## config.mk

```make
export PLATFORM = sky130hd
export DESIGN_NAME = dmem_stage
export DESIGN_NICKNAME = d
export VERILOG_FILES = /design/src/verilog/dmem_pkg.sv /design/src/verilog/store_align.sv /design/src/verilog/store_queue.sv /design/src/verilog/load_extract.sv /design/src/verilog/dmem_access_fsm.sv /design/src/verilog/dmem_stage.sv
export VERILOG_INCLUDE_DIRS = /design/src /design/src/verilog
export SDC_FILE = /design/constraint.sdc
export NUM_CORES = 1
export LEC_CHECK = 0
export ABC_AREA = 1
export CAP_MARGIN = 25
export CORE_ASPECT_RATIO = 1.1
export CORE_MARGIN = 2
export CORE_UTILIZATION = 38
export DETAILED_ROUTE_END_ITERATION = 8
export DONT_BUFFER_PORTS = 1
export GPL_ROUTABILITY_DRIVEN = 1
export MAX_ROUTING_LAYER = met4
export PLACE_DENSITY_LB_ADDON = 0.05
export SLEW_MARGIN = 10
export SYNTH_ARGS = -nofsm -noshare
export SYNTH_HDL_FRONTEND = slang
export SYNTH_SLANG_ARGS = --single-unit
```

## constraint.sdc

```tcl
create_clock -name clock -period 5.25 [get_ports clock]
set_input_delay 0.2625 -clock clock [delete_from_list [all_inputs] [get_ports clock]]
set_output_delay 0.2625 -clock clock [all_outputs]
set_load 0.01 [all_outputs]
```

## src/verilog/dmem_consts.svh

```systemverilog
`ifndef DMEM_CONSTS_SVH
`define DMEM_CONSTS_SVH

// ------------------------------
// Data path widths
// ------------------------------

// Core data word
`define DMEM_DATA_W 32

// Core byte address
`define DMEM_ADDR_W 32

// One byte lane of the word
`define DMEM_BYTE_W 8

// ------------------------------
// Memory bus and store queue
// ------------------------------

// Bus is word addressed, so two fewer bits than the byte address
`define DMEM_WADDR_W 30

// One enable per byte lane, big endian
`define DMEM_BE_W 4

// Store queue depth is a power of two
`define DMEM_SQ_BITS 3
`define DMEM_SQ_DEPTH (1 << `DMEM_SQ_BITS)

`endif

```

## src/verilog/dmem_pkg.sv

```systemverilog
`default_nettype none

package dmem_pkg;

`include "dmem_consts.svh"

   // ------------------------------
   // Vector types
   // ------------------------------

   typedef logic [`DMEM_DATA_W-1:0]  word_t;
   typedef logic [`DMEM_ADDR_W-1:0]  byte_addr_t;
   typedef logic [`DMEM_WADDR_W-1:0] word_addr_t;

   // Bit 3 is byte 0, the most significant byte
   typedef logic [`DMEM_BE_W-1:0]    byteena_t;

   // Bit 3 of the encoding marks a store
   typedef enum logic [3:0] {
      LB  = 4'h0,
      LBU = 4'h4,
      LH  = 4'h1,
      LHU = 4'h5,
      LW  = 4'h3,
      SB  = 4'h8,
      SH  = 4'h9,
      SW  = 4'hb
   } mem_op_t;

   // Request sequencing
   typedef enum logic [2:0] {
      IDLE,
      STORE_PUSH,
      LOAD_DRAIN,
      LOAD_ISSUE,
      LOAD_WAIT,
      ACK_HOLD
   } access_state_t;

   // ------------------------------
   // Bundles
   // ------------------------------

   // Core request, held stable while req is high
   typedef struct packed {
      mem_op_t    op;
      byte_addr_t addr;
      word_t      wdata;
   } core_req_t;

   // One pending memory write, already lane aligned
   typedef struct packed {
      word_addr_t waddr;
      word_t      data;
      byteena_t   be;
   } sq_entry_t;

   // Memory bus command
   typedef struct packed {
      word_addr_t address;
      logic       read;
      logic       write;
      word_t      writedata;
      byteena_t   byteena;
   } dmem_cmd_t;

endpackage

`default_nettype wire

```

## src/verilog/store_align.sv

```systemverilog
`timescale 1ns/100ps
`default_nettype none

`include "dmem_consts.svh"

module store_align import dmem_pkg::*; (
   input  core_req_t core_req,
   output sq_entry_t entry
);

   // Extra rotation per size, added to the low address bits
   logic [1:0] rot_delta;
   logic [1:0] rot;
   word_t      wd;
   word_t      lane_data;
   byteena_t   be;

   always_comb begin
      case (core_req.op)
         SB:      rot_delta = 2'd1;
         SH:      rot_delta = 2'd2;
         default: rot_delta = 2'd0;
      endcase
   end

   // Wraps in two bits
   assign rot = core_req.addr[1:0] + rot_delta;
   assign wd  = core_req.wdata;

   // Rotate right by whole bytes
   // so the low byte or half lands in its big-endian lane
   always_comb begin
      case (rot)
         2'd1:    lane_data = {wd[`DMEM_BYTE_W-1:0], wd[`DMEM_DATA_W-1:`DMEM_BYTE_W]};
         2'd2:    lane_data = {wd[2*`DMEM_BYTE_W-1:0], wd[`DMEM_DATA_W-1:2*`DMEM_BYTE_W]};
         2'd3:    lane_data = {wd[3*`DMEM_BYTE_W-1:0], wd[`DMEM_DATA_W-1:3*`DMEM_BYTE_W]};
         default: lane_data = wd;
      endcase
   end

   // Byte enables, lane 0 on the top bit
   always_comb begin
      case (core_req.op)
         SW:      be = 4'hf;
         SH:      be = core_req.addr[1] ? 4'h3 : 4'hc;
         SB:      be = 4'h8 >> core_req.addr[1:0];
         // Loads never reach the queue
         default: be = 4'h0;
      endcase
   end

   // Drop the byte offset for the word address
   assign entry.waddr = core_req.addr[`DMEM_ADDR_W-1:2];
   assign entry.data  = lane_data;
   assign entry.be    = be;

endmodule

`default_nettype wire

```

## src/verilog/store_queue.sv

```systemverilog
`timescale 1ns/100ps
`default_nettype none

`include "dmem_consts.svh"

module store_queue import dmem_pkg::*; (
   input  logic      clock,
   input  logic      rst_n,
   input  logic      push,
   input  sq_entry_t entry_in,
   input  logic      pop,
   output sq_entry_t head,
   output logic      empty,
   output logic      full
);

   // ------------------------------
   // Storage and pointers
   // ------------------------------

   sq_entry_t mem [0:`DMEM_SQ_DEPTH-1];

   logic [`DMEM_SQ_BITS-1:0] wr_ptr;
   logic [`DMEM_SQ_BITS-1:0] rd_ptr;
   logic [`DMEM_SQ_BITS-1:0] wr_ptr_inc;
   logic [`DMEM_SQ_BITS-1:0] rd_ptr_inc;
   logic                     do_push;
   logic                     do_pop;

   // Pointers wrap naturally at the depth
   assign wr_ptr_inc = wr_ptr + 1'b1;
   assign rd_ptr_inc = rd_ptr + 1'b1;

   // One slot stays unused
   // so full and empty can be told apart
   assign empty = (wr_ptr == rd_ptr);
   assign full  = (wr_ptr_inc == rd_ptr);

   // Ignore requests the queue cannot serve
   assign do_push = push && !full;
   assign do_pop  = pop && !empty;

   // ------------------------------
   // Write side
   // ------------------------------

   always_ff @(posedge clock) begin
      if (do_push) begin
         mem[wr_ptr] <= entry_in;
      end
   end

   always_ff @(posedge clock or negedge rst_n) begin
      if (!rst_n) begin
         wr_ptr <= '0;
         rd_ptr <= '0;
      end else begin
         if (do_push) begin
            wr_ptr <= wr_ptr_inc;
         end
         // Pop side advances independently
         if (do_pop) begin
            rd_ptr <= rd_ptr_inc;
         end
      end
   end

   // ------------------------------
   // Read side
   // ------------------------------

   // Oldest entry, valid whenever not empty
   assign head = mem[rd_ptr];

endmodule

`default_nettype wire

```

## src/verilog/load_extract.sv

```systemverilog
`timescale 1ns/100ps
`default_nettype none

`include "dmem_consts.svh"

module load_extract import dmem_pkg::*; (
   input  logic       clock,
   input  logic       rst_n,
   input  logic       capture,
   input  mem_op_t    op,
   input  logic [1:0] byte_sel,
   input  word_t      readdata,
   output word_t      rdata
);

   localparam int EXT_B = `DMEM_DATA_W - `DMEM_BYTE_W;
   localparam int EXT_H = `DMEM_DATA_W - 2*`DMEM_BYTE_W;

   word_t                     byte_up;
   word_t                     half_up;
   logic [`DMEM_BYTE_W-1:0]   sel_byte;
   logic [2*`DMEM_BYTE_W-1:0] sel_half;
   word_t                     ext;

   // Shift the addressed part to the top
   // byte 0 already sits there
   assign byte_up = readdata << {byte_sel, 3'b000};
   assign half_up = readdata << {byte_sel[1], 4'b0000};

   assign sel_byte = byte_up[`DMEM_DATA_W-1 -: `DMEM_BYTE_W];
   assign sel_half = half_up[`DMEM_DATA_W-1 -: 2*`DMEM_BYTE_W];

   // ------------------------------
   // Extension by op
   // ------------------------------

   always_comb begin
      case (op)
         LB:      ext = {{EXT_B{sel_byte[`DMEM_BYTE_W-1]}}, sel_byte};
         LBU:     ext = {{EXT_B{1'b0}}, sel_byte};
         LH:      ext = {{EXT_H{sel_half[2*`DMEM_BYTE_W-1]}}, sel_half};
         LHU:     ext = {{EXT_H{1'b0}}, sel_half};
         // LW and anything else pass the word
         default: ext = readdata;
      endcase
   end

   // Result register, loaded on the readdatavalid cycle
   always_ff @(posedge clock or negedge rst_n) begin
      if (!rst_n) begin
         rdata <= '0;
      end else if (capture) begin
         rdata <= ext;
      end
   end

endmodule

`default_nettype wire

```

## src/verilog/dmem_access_fsm.sv

```systemverilog
`timescale 1ns/100ps
`default_nettype none

module dmem_access_fsm import dmem_pkg::*; (
   input  logic       clock,
   input  logic       rst_n,
   input  logic       req,
   input  mem_op_t    op,
   input  word_addr_t waddr,
   output logic       ack,
   output logic       push,
   output logic       pop,
   input  sq_entry_t  head,
   input  logic       empty,
   input  logic       full,
   input  logic       waitrequest,
   input  logic       readdatavalid,
   output logic       capture,
   output dmem_cmd_t  dmem_cmd
);

   access_state_t state;
   access_state_t state_next;

   logic is_store;
   logic write_done;
   logic issue;

   assign is_store = (op == SB) || (op == SH) || (op == SW);

   // No write left on the bus once this edge passes
   assign write_done = !dmem_cmd.write || !waitrequest;

   // ------------------------------
   // Queue and bus strobes
   // ------------------------------

   // Push waits for a free slot
   assign push = (state == STORE_PUSH) && !full;

   // Drain whenever the bus takes a new command
   assign pop = !waitrequest && !empty;

   // Read only goes out when drain has nothing to send
   assign issue = (state == LOAD_ISSUE) && !waitrequest && !pop;

   // Read data sampled in the cycle it is valid
   assign capture = (state == LOAD_WAIT) && readdatavalid;

   // Held until the core drops req
   assign ack = (state == ACK_HOLD);

   // ------------------------------
   // Next state
   // ------------------------------

   always_comb begin
      state_next = state;
      case (state)
         IDLE: begin
            if (req) begin
               state_next = is_store ? STORE_PUSH : LOAD_DRAIN;
            end
         end
         STORE_PUSH: begin
            if (!full) begin
               state_next = ACK_HOLD;
            end
         end
         // Loads see every older store in memory
         LOAD_DRAIN: begin
            if (empty && write_done) begin
               state_next = LOAD_ISSUE;
            end
         end
         LOAD_ISSUE: begin
            if (issue) begin
               state_next = LOAD_WAIT;
            end
         end
         LOAD_WAIT: begin
            if (readdatavalid) begin
               state_next = ACK_HOLD;
            end
         end
         ACK_HOLD: begin
            if (!req) begin
               state_next = IDLE;
            end
         end
         default: state_next = IDLE;
      endcase
   end

   always_ff @(posedge clock or negedge rst_n) begin
      if (!rst_n) begin
         state <= IDLE;
      end else begin
         state <= state_next;
      end
   end

   // ------------------------------
   // Bus command register
   // ------------------------------

   // Frozen while waitrequest is high
   always_ff @(posedge clock or negedge rst_n) begin
      if (!rst_n) begin
         dmem_cmd <= '0;
      end else if (!waitrequest) begin
         // Previous command taken on this edge
         dmem_cmd.read  <= 1'b0;
         dmem_cmd.write <= 1'b0;
         if (pop) begin
            dmem_cmd.address   <= head.waddr;
            dmem_cmd.write     <= 1'b1;
            dmem_cmd.writedata <= head.data;
            dmem_cmd.byteena   <= head.be;
         end else if (issue) begin
            dmem_cmd.address <= waddr;
            dmem_cmd.read    <= 1'b1;
         end
      end
   end

endmodule

`default_nettype wire

```

## src/verilog/dmem_stage.sv

```systemverilog
`timescale 1ns/100ps
`default_nettype none

module dmem_stage import dmem_pkg::*; (
   input  logic      clock,
   input  logic      rst_n,
   input  logic      req,
   input  core_req_t core_req,
   output logic      ack,
   output word_t     rdata,
   output dmem_cmd_t dmem_cmd,
   input  logic      waitrequest,
   input  logic      readdatavalid,
   input  word_t     readdata
);

   sq_entry_t aligned_entry;
   sq_entry_t sq_head;
   logic      sq_push;
   logic      sq_pop;
   logic      sq_empty;
   logic      sq_full;
   logic      load_capture;

   // ------------------------------
   // Store path
   // ------------------------------

   store_align store_align_i (
      .core_req (core_req),
      .entry    (aligned_entry)
   );

   store_queue store_queue_i (
      .clock    (clock),
      .rst_n    (rst_n),
      .push     (sq_push),
      .entry_in (aligned_entry),
      .pop      (sq_pop),
      .head     (sq_head),
      .empty    (sq_empty),
      .full     (sq_full)
   );

   // ------------------------------
   // Load path and control
   // ------------------------------

   // Byte offset comes straight from the held request
   load_extract load_extract_i (
      .clock    (clock),
      .rst_n    (rst_n),
      .capture  (load_capture),
      .op       (core_req.op),
      .byte_sel (core_req.addr[1:0]),
      .readdata (readdata),
      .rdata    (rdata)
   );

   dmem_access_fsm dmem_access_fsm_i (
      .clock         (clock),
      .rst_n         (rst_n),
      .req           (req),
      .op            (core_req.op),
      .waddr         (aligned_entry.waddr),
      .ack           (ack),
      .push          (sq_push),
      .pop           (sq_pop),
      .head          (sq_head),
      .empty         (sq_empty),
      .full          (sq_full),
      .waitrequest   (waitrequest),
      .readdatavalid (readdatavalid),
      .capture       (load_capture),
      .dmem_cmd      (dmem_cmd)
   );

endmodule

`default_nettype wire

```

==> summary.txt, run 1 <==
Run status
  – Status: finished clean

Die
  – Num rows: 101
  – Die area: 0.0716 mm²
  – Placeable Area: 0.0689 mm²
  – Ports: 206
  – Initial core utilization: 0.383
  – Die Height: 280 µm
  – Die width: 255 µm

Global route
  – Vias in the first global route: 17500
  – Antenna violations before repair: 2
  – All-Layer GR Usage: 0.226
  – Overflow after GRT: 0
  – First-pass GRT wire length: 118000 µm
  – Largest net degree at the start of global routing: 152

Clocking
  – Cts repair resizes: 0
  – Clk Latency, worst-skew pair: 0.60 ns
  – Num CTS Buffers: 71
  – CTS clk-pin slew, worst paths: 0.06 ns
  – CTS tree: done
  – Cts hold-fix bufs: 75
  – Root Buffer: clkbuf_16
  – Max H-tree Level: 3
  – Setup Fix Bufs, Post-CTS: 0
  – Clock Tree Buf Depth: 3
  – Clock sinks: 637

Drt
  – Vias/cell: 5.42
  – DR DRC count: 0
  – Pre-Repair DR Iteration Count: 6
  – Post-Route WL: 79300 µm
  – Routed Antenna Nets: 0
  – Detailed Route Iter0 Violations: 1206
  – Via count: 17900
  – Wire per inst: 24.0 µm

Synth
  – Seq/Total Area, Yosys: 0.704
  – Mapped Cells: 2295
  – Post-synth ARST share: 0.171
  – Post-synthesis cell area: 0.0264 mm²
  – Cell variety after synth: 35
  – Yosys reg bits: 637
  – EDFF count, synth: 528
  – Yosys warns: 0
  – Mapped Nets: 2403
  – Synth Area per Inst: 11.5 µm²
  – Post-synth top area cell: edfxtp_1
  – Share of the synthesized area in the top cell type: 0.601
  – Top FF cell, synth: edfxtp_1
  – Synth top area cells: edfxtp_1, dfrtp_1, nand2_1
  – Commonest cells post-synth: edfxtp_1, nand2_1, nor2_1
  – Most frequent cell after synthesis: edfxtp_1

Placement
  – Routability congestion estimate from global placement: 0.843
  – Place WS: 1.76 ns
  – Dpl hpwl: 43800 µm
  – Port bufs: 0

Power
  – VDD IR-drop max: 0.330 mV
  – Sequential share of power: 0.422
  – Gate power share: 0.291
  – Pwr Density: 545 mW/mm²
  – Lkg Pwr: 10.6 nW
  – Internal power: 10.5 mW
  – Psw: 6.04 mW
  – Sw Share: 0.366
  – Clock Power Share: 0.287

STA
  – Final Skew: 0.0155 ns
  – Min Clock Period, post-route: 3.42 ns
  – Final period util: 0.651
  – Setup ws final: 1.83 ns
  – RSZ-0062 raised after global routing: no
  – Setup TNS: 0 ns
  – Max-slew headroom: 0.318
  – Final Hold Viols: 0
  – Worst-Margin Slew: 1.02 ns
  – Pins Over Slew Limit: 0
  – Fmax: 0.293 GHz
  – Final setup vio count: 0

Setup path
  – Critical path launch point: store_queue_i.rd_ptr[0]
  – Worst Path Arrival: 3.66 ns
  – CP required: 5.50 ns
  – Setup slack, reg-to-reg: 1.83 ns
  – Crit end category: flip-flop
  – CP Launch Type: flip-flop
  – Reg2reg end: store_queue_i.mem[6][21]
  – CP Max Fanout: 76
  – Worst R2R Start: store_queue_i.rd_ptr[0]
  – Type of the worst setup path: reg2reg
  – Worst r2r path cells: 8

Finish
  – Share of cells above drive strength 1: 0.0731
  – Area Growth Syn to Fin: 14.5%
  – Nets: 2434
  – Post-layout util: 0.439

Run
  – # Max-Cap Violations: 0

Min path
  – Hold_sp: core_req[21]
  – Hold endpoint: store_queue_i.mem[2][9]
  – Worst Hold Class: in2reg
  – Hold-critical path depth: 2
## flip-flops by register name, summed over array words and instances (netlist names)
register and count:
store_queue_i.mem 528, dmem_access_fsm_i.dmem_cmd 68, load_extract_i.rdata 32, dmem_access_fsm_i.state 3, store_queue_i.rd_ptr 3, store_queue_i.wr_ptr 3
## through the flow
step	hold WS, ns	instances	instance area [µm²]	power, mW
2_1_floorplan	-0.0331	2295	26400	10.2
3_3_place_gp	-0.0291	3103	27200	11.8
3_5_place_dp	-0.0285	3104	27300	11.9
4_1_cts	0.00396	3305	30200	16.7
5_1_grt	0.0492	3308	30200	17.5
6_report	0.0437	3308	30200	16.5
## power by group through the flow
| stage | registers, mW | logic (mW) | clock network, mW |
|---|---|---|---|
| after floorplan | 6.86 | 3.33 | 0 |
| after global placement | 7.08 | 4.75 | 0 |
| after detailed placement | 7.07 | 4.78 | 0 |
| after CTS | 6.98 | 4.90 | 4.86 |
| after global routing | 7.03 | 5.41 | 5.06 |
| final | 6.96 | 4.81 | 4.73 |
## worst max-delay path, stage by stage, from the launching register on
cell	delay [ns]
dfrtp_4	0.44
buf_4	0.66
nand2_1	0.11
nand2_1	0.13
nor2_1	0.06
a21oi_1	0.32
nand2_1	0.33
nor2_4	0.50
buf_4	0.48
## layer usage
layer,vias to the layer above,GRT usage,share of wire
li1,8307,-,-
met1,8934,0.291,0.44
met2,518,0.364,0.48
met3,156,0.0444,0.056
met4,0,0.0650,0.025
met5,-,-,0
## final cells by class
| cell class | instances | area, µm² |
|---|---|---|
| fill | 6390 | 38600 |
| sequential | 637 | 18600 |
| multi-input combinational | 1452 | 6960 |
| clock buffer | 98 | 1930 |
| tap | 927 | 1160 |
| timing repair buffer | 108 | 1140 |
| clock inverter | 28 | 230 |
| inverter | 56 | 216 |
| antenna | 2 | 5.00 |
## placed cells by master (no fill, tap or decap), drive strengths merged, types with 2 or more instances in the layout
| cell | Yosys | routed |
|---|---|---|
| dlygate4sd3 | 0 | 74 |
| bufinv | 0 | 4 |
| a2bb2oi | 7 | 7 |
| o211ai | 75 | 75 |
| buf | 79 | 34 |
| a22oi | 2 | 2 |
| o221ai | 38 | 38 |
| or2 | 16 | 16 |
| diode | 0 | 2 |
| clkbuf | 71 | 98 |
| o21ai | 286 | 286 |
| xor2 | 3 | 3 |
| nor3 | 3 | 3 |
| xnor2 | 2 | 2 |
| nand4 | 34 | 34 |
| inv | 55 | 54 |
| nand3 | 164 | 164 |
| nand2 | 387 | 387 |
| clkinv | 1 | 26 |
| ha | 3 | 3 |
| edfxtp | 528 | 528 |
| a21oi | 25 | 25 |
| dfrtp | 109 | 109 |
| nor2 | 368 | 368 |
| o22ai | 35 | 35 |
| a31oi | 2 | 2 |
## cells by family after synthesis
group                      count (synthesis)  synth area share
AOI/OAI and AO/OA                        472             0.105
DFF                                      637             0.704
adders and majority gates                  3           0.00142
buffers and inverters                    206            0.0353
xor gates and xnor gates                   5           0.00166
and+or+nand+nor                          972             0.153
## how the worst max path moves through the flow
stage,to,slack (ns),cells past startpoint
6_report,store_queue_i.mem[6][21],1.83,8
5_1_grt,store_queue_i.mem[6][27],1.49,8
4_1_cts,dmem_access_fsm_i.dmem_cmd[3],1.75,10
3_5_place_dp,dmem_access_fsm_i.dmem_cmd[3],1.76,10
3_3_place_gp,store_queue_i.mem[6][1],1.77,8
2_1_floorplan,store_queue_i.mem[0][0],0.65,8
Note: power is estimated with default switching activity, not from simulation.
==> run 2: changes to the inputs <==
Clock period 5.25 ns to 2.9 ns, I/O delays scaled along.
==> summary.txt, run 2 (synthesis gave the netlist of run 1 again) <==
Run status
  – Status: finished clean

Min path
  – Hold endpoint: store_queue_i.mem[7][16]
  – Hold_sp: core_req[12]
  – Worst Hold Class: in2reg
  – Hold-critical path depth: 2 (unchanged)

Drt
  – Vias/cell: 5.39 (-0.48%)
  – Post-Route WL: 78700 µm (-0.85%)
  – Routed Antenna Nets: 0 (unchanged)
  – DR DRC count: 0 (unchanged)
  – Routed wl met3: 4510 µm (+1.3%)
  – Wire per inst: 23.4 µm (-2.5%)
  – Met2 WL post-DR: 38300 µm (+0.68%)
  – Met1 WL: 34100 µm (-2.2%)
  – Pre-Repair DR Iteration Count: 7 (+1)
  – Detailed Route Iter0 Violations: 1515 (+26%)
  – Via count: 18100 (+1.2%)
  – Top Layer Used: met4

Finish
  – Largest regs: store_queue_i.mem: 528 flops, dmem_access_fsm_i.dmem_cmd: 68 flops, load_extract_i.rdata: 32 flops
  – Post-Layout Cell Count: 3364 (+1.7%)
  – Multi-input logic area: 0.00695 mm² (about the same)
  – Share of cells above drive strength 1: 0.0797 (+0.00660)
  – Most frequent cells in the layout: edfxtp_1, nand2_1, nor2_1
  – Largest reg by FF count: store_queue_i.mem
  – Commonest non-fill, non-tap cell in the layout: edfxtp_1
  – Area Growth Syn to Fin: 17.3%
  – Reg area: 0.0186 mm² (about the same)
  – Fillers: 6270 (-1.9%)
  – Max reg flops: 528 (unchanged)
  – Nets: 2488 (+2.2%)

Setup path
  – CP Max Fanout: 52 (-32%)
  – Type of the worst setup path: reg2reg
  – CP top delay family: simple AND/OR/NAND/NOR gates
  – Worst path buffer plus inverter count: 2 (unchanged)
  – Delay of the slowest critical-path stage: 0.44 ns (-0.22 ns)
  – Crit end category: flip-flop
  – Worst Path Arrival: 2.88 ns (-0.78 ns)
  – CP required: 3.14 ns (-2.36 ns)
  – Slowest cell on crit path: dfrtp_1
  – Worst r2r path cells: 9 (+1)
  – CP Launch Type: flip-flop
  – Worst path cell trace: ha_1, inv_1, nand2_1, nand2_1, nor2_1, a21oi_1, nand2_1, nor2_4, buf_12
  – Most used cell, CP: nand2_1
  – Setup slack, reg-to-reg: 0.26 ns (-1.57 ns)
  – Reg2reg end: store_queue_i.mem[0][59]
  – Worst R2R Start: store_queue_i.wr_ptr[0]

STA
  – Final Skew: 0.0228 ns (+0.00730 ns)
  – Min Clock Period, post-route: 2.64 ns (-0.776 ns)
  – Final period util: 0.910 (+0.260)
  – Setup ws final: 0.260 ns (-1.57 ns)
  – RSZ-0062 raised after global routing: no
  – Fmax: 0.379 GHz (+29%)
  – Worst-Margin Slew: 1.01 ns (-0.0186 ns)
  – Final setup vio count: 0 (unchanged)
  – Setup TNS: 0 ns (unchanged)
  – Final Hold Viols: 0 (unchanged)
  – Pins Over Slew Limit: 0 (unchanged)
  – Max-slew headroom: 0.330 (+0.0124)

Clocking
  – Max H-tree Level: 3 (unchanged)
  – Clock Tree Buf Depth: 3 (unchanged)
  – Root Buffer: clkbuf_16
  – Clk Latency, worst-skew pair: 0.60 ns (about the same)
  – CTS clk-pin slew, worst paths: 0.06 ns (about the same)
  – Clock sinks: 637 (unchanged)
  – Num CTS Buffers: 70 (-1.4%)
  – CTS tree: done
  – Setup Fix Bufs, Post-CTS: 0 (unchanged)

Die
  – Die area: 0.0716 mm² (unchanged)
  – Placeable Area: 0.0689 mm² (unchanged)
  – Die Height: 280 µm (unchanged)
  – Ports: 206 (unchanged)
  – Initial core utilization: 0.383 (unchanged)
  – Die width: 255 µm (unchanged)
  – Num rows: 101 (unchanged)

Global route
  – Antenna violations before repair: 2 (unchanged)
  – First-pass GRT wire length: 118000 µm (about the same)
  – Largest net degree at the start of global routing: 202 (+33%)
  – Overflow after GRT: 0 (unchanged)
  – Vias in the first global route: 17700 (+1.3%)
  – All-Layer GR Usage: 0.225 (-0.00131)

Power
  – Pwr Density: 965 mW/mm² (+77%)
  – Total chip power: 29.9 mW (+81%)
  – VDD IR-drop max: 0.658 mV (+99%)
  – Lkg Pwr: 10.9 nW (+2.9%)

Placement
  – Place WS: 0.266 ns (-1.49 ns)
  – Routability congestion estimate from global placement: 0.841 (-0.25%)
  – Dpl hpwl: 42000 µm (-4.0%)
  – Placed Cells incl. Taps: 3118 (+0.45%)
  – Port bufs: 0 (unchanged)

Run
  – # Max-Cap Violations: 0 (unchanged)
-- run 2: changes by cell type in the layout (fill, tap and decap cells not counted), moves of 6 or more --
cell / before / now
buf_12: 7 / 23
clkbuf_1: 24 / 18
clkbuf_8: 1 / 7
dlygate4sd3_1: 74 / 116
-- run 2: worst max-delay path by stage --
| stage | start | end | slack [ns] | cells after the start |
|---|---|---|---|---|
| 2_1_floorplan | store_queue_i.wr_ptr[0] | store_queue_i.mem[0][0] | -0.65 | 8 |
| 3_3_place_gp | store_queue_i.wr_ptr[0] | store_queue_i.mem[0][11] | 0.25 | 9 |
| 3_5_place_dp | store_queue_i.wr_ptr[0] | store_queue_i.mem[0][6] | 0.27 | 9 |
| 4_1_cts | store_queue_i.wr_ptr[0] | store_queue_i.mem[0][58] | 0.22 | 9 |
| 5_1_grt | core_req[64] | store_queue_i.mem[1][33] | 0.03 | 11 |
| 6_report | store_queue_i.wr_ptr[0] | store_queue_i.mem[0][59] | 0.26 | 9 |
-- run 2: layer usage --
layer | vias to the layer above | track usage
met3 | 136 | 0.0416
met2 | 552 | 0.361
met5 | - | -
met4 | 0 | 0.0661
li1 | 8405 | -
met1 | 9037 | 0.291
-- run 2: cell type report --
cell class                      instances  share of cell area
Inverter                               56             0.00699
Timing Repair Buffer                  163              0.0588
Antenna cell                            4            0.000323
Tap cell                              927              0.0375
Multi-Input combinational cell       1452               0.225
Clock buffer                           96              0.0627
Sequential cell                       637               0.601
Clock inverter                         29             0.00857
-- run 2: stage by stage --
stage          cell area, µm²   util  hold slack (ns)
2_1_floorplan           26400      -           -0.151
3_3_place_gp            27600  0.400           -0.148
3_5_place_dp            27600  0.400           -0.148
4_1_cts                 30900  0.449         0.000517
5_1_grt                 31000  0.449           0.0402
6_report                31000  0.450          0.00404
-- run 2: power breakdown --
part | switching, mW | internal [mW] | total [mW]
clock | 3.55 | 5.12 | 8.67
sequential | 1.08 | 11.4 | 12.5
combinational | 6.10 | 2.64 | 8.74
-- run 2: repair_timing --
item,CTS,global route
hold buffers,117,0
endpoints found under the hold margin,636,0
gates resized for setup,0,0
==> run 3: changes to the inputs <==
Settings changed: ABC_AREA 1 to default.
==> summary.txt, run 3 <==
Run status
  – Status: finished clean

Clocking
  – Max H-tree Level: 3 (unchanged)
  – Clock Tree Buf Depth: 3 (unchanged)
  – CTS clk-pin slew, worst paths: 0.06 ns (about the same)
  – Clk Latency, worst-skew pair: 0.60 ns (about the same)
  – Setup Fix Bufs, Post-CTS: 0 (unchanged)
  – Cts repair resizes: 0 (unchanged)
  – Num CTS Buffers: 71 (+1.4%)
  – Cts hold-fix bufs: 82 (-30%)
  – Root Buffer: clkbuf_16
  – CTS tree: done
  – Clock sinks: 637 (unchanged)

Drt
  – Post-Route WL: 62600 µm (-20%)
  – Pre-Repair DR Iteration Count: 5 (-2)
  – DR DRC count: 0 (unchanged)
  – Via count: 12900 (-29%)
  – Vias/cell: 5.33 (-1.2%)
  – Routed Antenna Nets: 0 (unchanged)
  – Wire per inst: 25.8 µm (+10%)
  – Detailed Route Iter0 Violations: 860 (-43%)

Die
  – Die width: 252 µm (-1.5%)
  – Die Height: 276 µm (-1.5%)
  – Num rows: 99 (-2.0%)
  – Placeable Area: 0.0665 mm² (-3.4%)
  – Ports: 206 (unchanged)
  – Die area: 0.0695 mm² (-3.0%)
  – Initial core utilization: 0.385 (+0.00166)

Global route
  – Antenna violations before repair: 3 (+1)
  – All-Layer GR Usage: 0.188 (-0.0367)
  – Largest net degree at the start of global routing: 110 (-46%)
  – Overflow after GRT: 0 (unchanged)
  – First-pass GRT wire length: 93300 µm (-21%)
  – Vias in the first global route: 13800 (-22%)

Min path
  – Worst Hold Class: in2reg

STA
  – Fmax: 0.374 GHz (-1.2%)
  – Final Skew: 0.0200 ns (-0.00277 ns)
  – Pins Over Slew Limit: 0 (unchanged)
  – Worst-Margin Slew: 1.01 ns (+0.00591 ns)
  – Final period util: 0.921 (+0.0108)
  – Final Hold Viols: 0 (unchanged)
  – RSZ-0062 raised after global routing: no
  – Final setup vio count: 0 (unchanged)
  – Max-slew headroom: 0.307 (-0.0232)
  – Min Clock Period, post-route: 2.67 ns (+0.0312 ns)
  – Setup ws final: 0.229 ns (-0.0312 ns)

Power
  – Lkg Pwr: 10.3 nW (-6.2%)
  – Pwr Density: 989 mW/mm² (+2.5%)
  – Total chip power: 29.8 mW (-0.13%)
  – VDD IR-drop max: 0.470 mV (-29%)

Setup path
  – CP Launch Type: input port
  – Setup slack, reg-to-reg: 0.46 ns (+0.20 ns)
  – CP required: 3.19 ns (+0.05 ns)
  – Worst path cell trace: dlygate4sd3_1, inv_1, nor3_4, xnor2_2, buf_12, mux2i_1, mux2i_1
  – Delay of the slowest critical-path stage: 0.80 ns (+0.36 ns)
  – Crit end category: flip-flop
  – Most used cell, CP: mux2i_1
  – Worst Path Arrival: 2.96 ns (+0.08 ns)
  – Type of the worst setup path: in2reg
  – CP Max Fanout: 11 (-79%)
  – Slowest cell on crit path: dlygate4sd3_1

Run
  – # Max-Cap Violations: 0 (unchanged)

Placement
  – Routability congestion estimate from global placement: 0.811 (-3.6%)
  – Dpl cell area: 0.0270 mm² (-1.9%)
  – Dpl hpwl: 36400 µm (-13%)
  – Port bufs: 0 (unchanged)
  – Place WS: -0.146 ns (-0.411 ns)

Finish
  – Share of cells above drive strength 1: 0.225 (+0.146)
  – Fin area: 0.0302 mm² (-2.6%)
  – Largest reg by FF count: store_queue_i.mem
  – Post-layout util: 0.453 (+0.00399)
  – Commonest non-fill, non-tap cell in the layout: edfxtp_1
  – Most frequent cells in the layout: edfxtp_1, mux4_2, mux2i_1
  – Reg area: 0.0186 mm² (about the same)
  – Area Growth Syn to Fin: 17.8%
  – Max reg flops: 528 (unchanged)
  – Largest regs: store_queue_i.mem: 528 flops, dmem_access_fsm_i.dmem_cmd: 68 flops, load_extract_i.rdata: 32 flops
  – Multi-input logic area: 0.00669 mm² (-3.8%)
  – Nets: 1617 (-35%)
  – Fillers: 5698 (-9.1%)

Synth
  – Most frequent cell after synthesis: edfxtp_1
  – Post-synth ARST share: 0.171 (unchanged)
  – EDFF count, synth: 528 (unchanged)
  – Synth top area cells: edfxtp_1, mux4_2, dfrtp_1
  – Cell variety after synth: 48 (+37%)
  – Mapped Nets: 1496 (-38%)
  – Post-synthesis cell area: 0.0256 mm² (-3.0%)
  – Post-synth top area cell: edfxtp_1
  – Commonest cells post-synth: edfxtp_1, mux4_2, mux2i_1
  – Mapped Cells: 1388 (-40%)
  – Share of the synthesized area in the top cell type: 0.619 (+0.0186)
  – Synth Area per Inst: 18.4 µm² (+60%)
  – Yosys reg bits: 637 (unchanged)
  – Seq/Total Area, Yosys: 0.726 (+0.0218)
  – Top FF cell, synth: edfxtp_1
  – Yosys warns: 0 (unchanged)
[run 3: cell count changes after synthesis, moves of 39 or more]
| cell | change |
|---|---|
| inv_1 | -39 |
| nand2_1 | -287 |
| nor2_1 | -317 |
| o21ai_0 | -193 |
| mux4_2 | +133 |
| o211ai_1 | -75 |
| mux2i_1 | +113 |
| nand3_1 | -163 |
[run 3: kinds of logic (layout without fill, tap and decap cells)]
group                    count (synthesis)  in the layout  share of synthesized area
flip-flops                             637            637                      0.726
multiplexers                           261            261                      0.168
AND/OR/NAND/NOR                        201            201                     0.0366
AO/OA/AOI/OAI                          185            185                     0.0453
buffers and inverters                   89            268                     0.0172
XOR/XNOR                                12             12                    0.00601
adder cells (fa/ha/maj)                  3              3                    0.00147
other                                    0              2                          0
[run 3: power by group]
group,internal [mW],switching [mW]
logic,3.60,4.59
registers,11.7,1.14
clock network,5.22,3.56
[run 3: final cells by class]
type | count | area share
Clock inverter | 18 | 0.00510
Multi-Input combinational cell | 662 | 0.222
Clock buffer | 113 | 0.0705
Tap cell | 858 | 0.0356
Timing Repair Buffer | 132 | 0.0498
Sequential cell | 637 | 0.616
Inverter | 5 | 0.000622
Antenna cell | 2 | 0.000166
[run 3: path summary, 6_finish.rpt]
kind                       cells past startpoint                    start                        endpoint
max reg2reg                                    7  store_queue_i.wr_ptr[0]        store_queue_i.mem[2][12]
max in group asynchronous                      2                    rst_n  dmem_access_fsm_i.dmem_cmd[18]
min                                            2             core_req[64]         store_queue_i.mem[7][1]
max                                            7             core_req[64]        store_queue_i.mem[2][32]
min in group asynchronous                      2                    rst_n         store_queue_i.wr_ptr[0]
min reg2reg                                    1  store_queue_i.wr_ptr[2]         store_queue_i.wr_ptr[2]
[run 3: through the flow]
step / hold slack (ns) / setup TNS [ns] / instances
after floorplan: -0.151 / -210.01 / 1388
after global placement: -0.148 / -8.75 / 2211
after detailed placement: -0.148 / -5.99 / 2212
after CTS: 0.00509 / 0 / 2425
after global routing: 0.0459 / 0 / 2427
final: 0.0295 / 0 / 2427
[run 3: layer usage]
layer | GRT usage | vias to the layer above | share of wire
met3 | 0.0415 | 99 | 0.050
met2 | 0.308 | 257 | 0.50
li1 | - | 5756 | -
met1 | 0.239 | 6816 | 0.43
met4 | 0.0446 | 0 | 0.017
met5 | - | - | 0
[run 3: critical path: cells and delay by family]
kind,cells,cell delay [ns]
buf+inv,3,1.27
mux,2,0.74
simple gates,1,0.43
xor+xnor,1,0.37
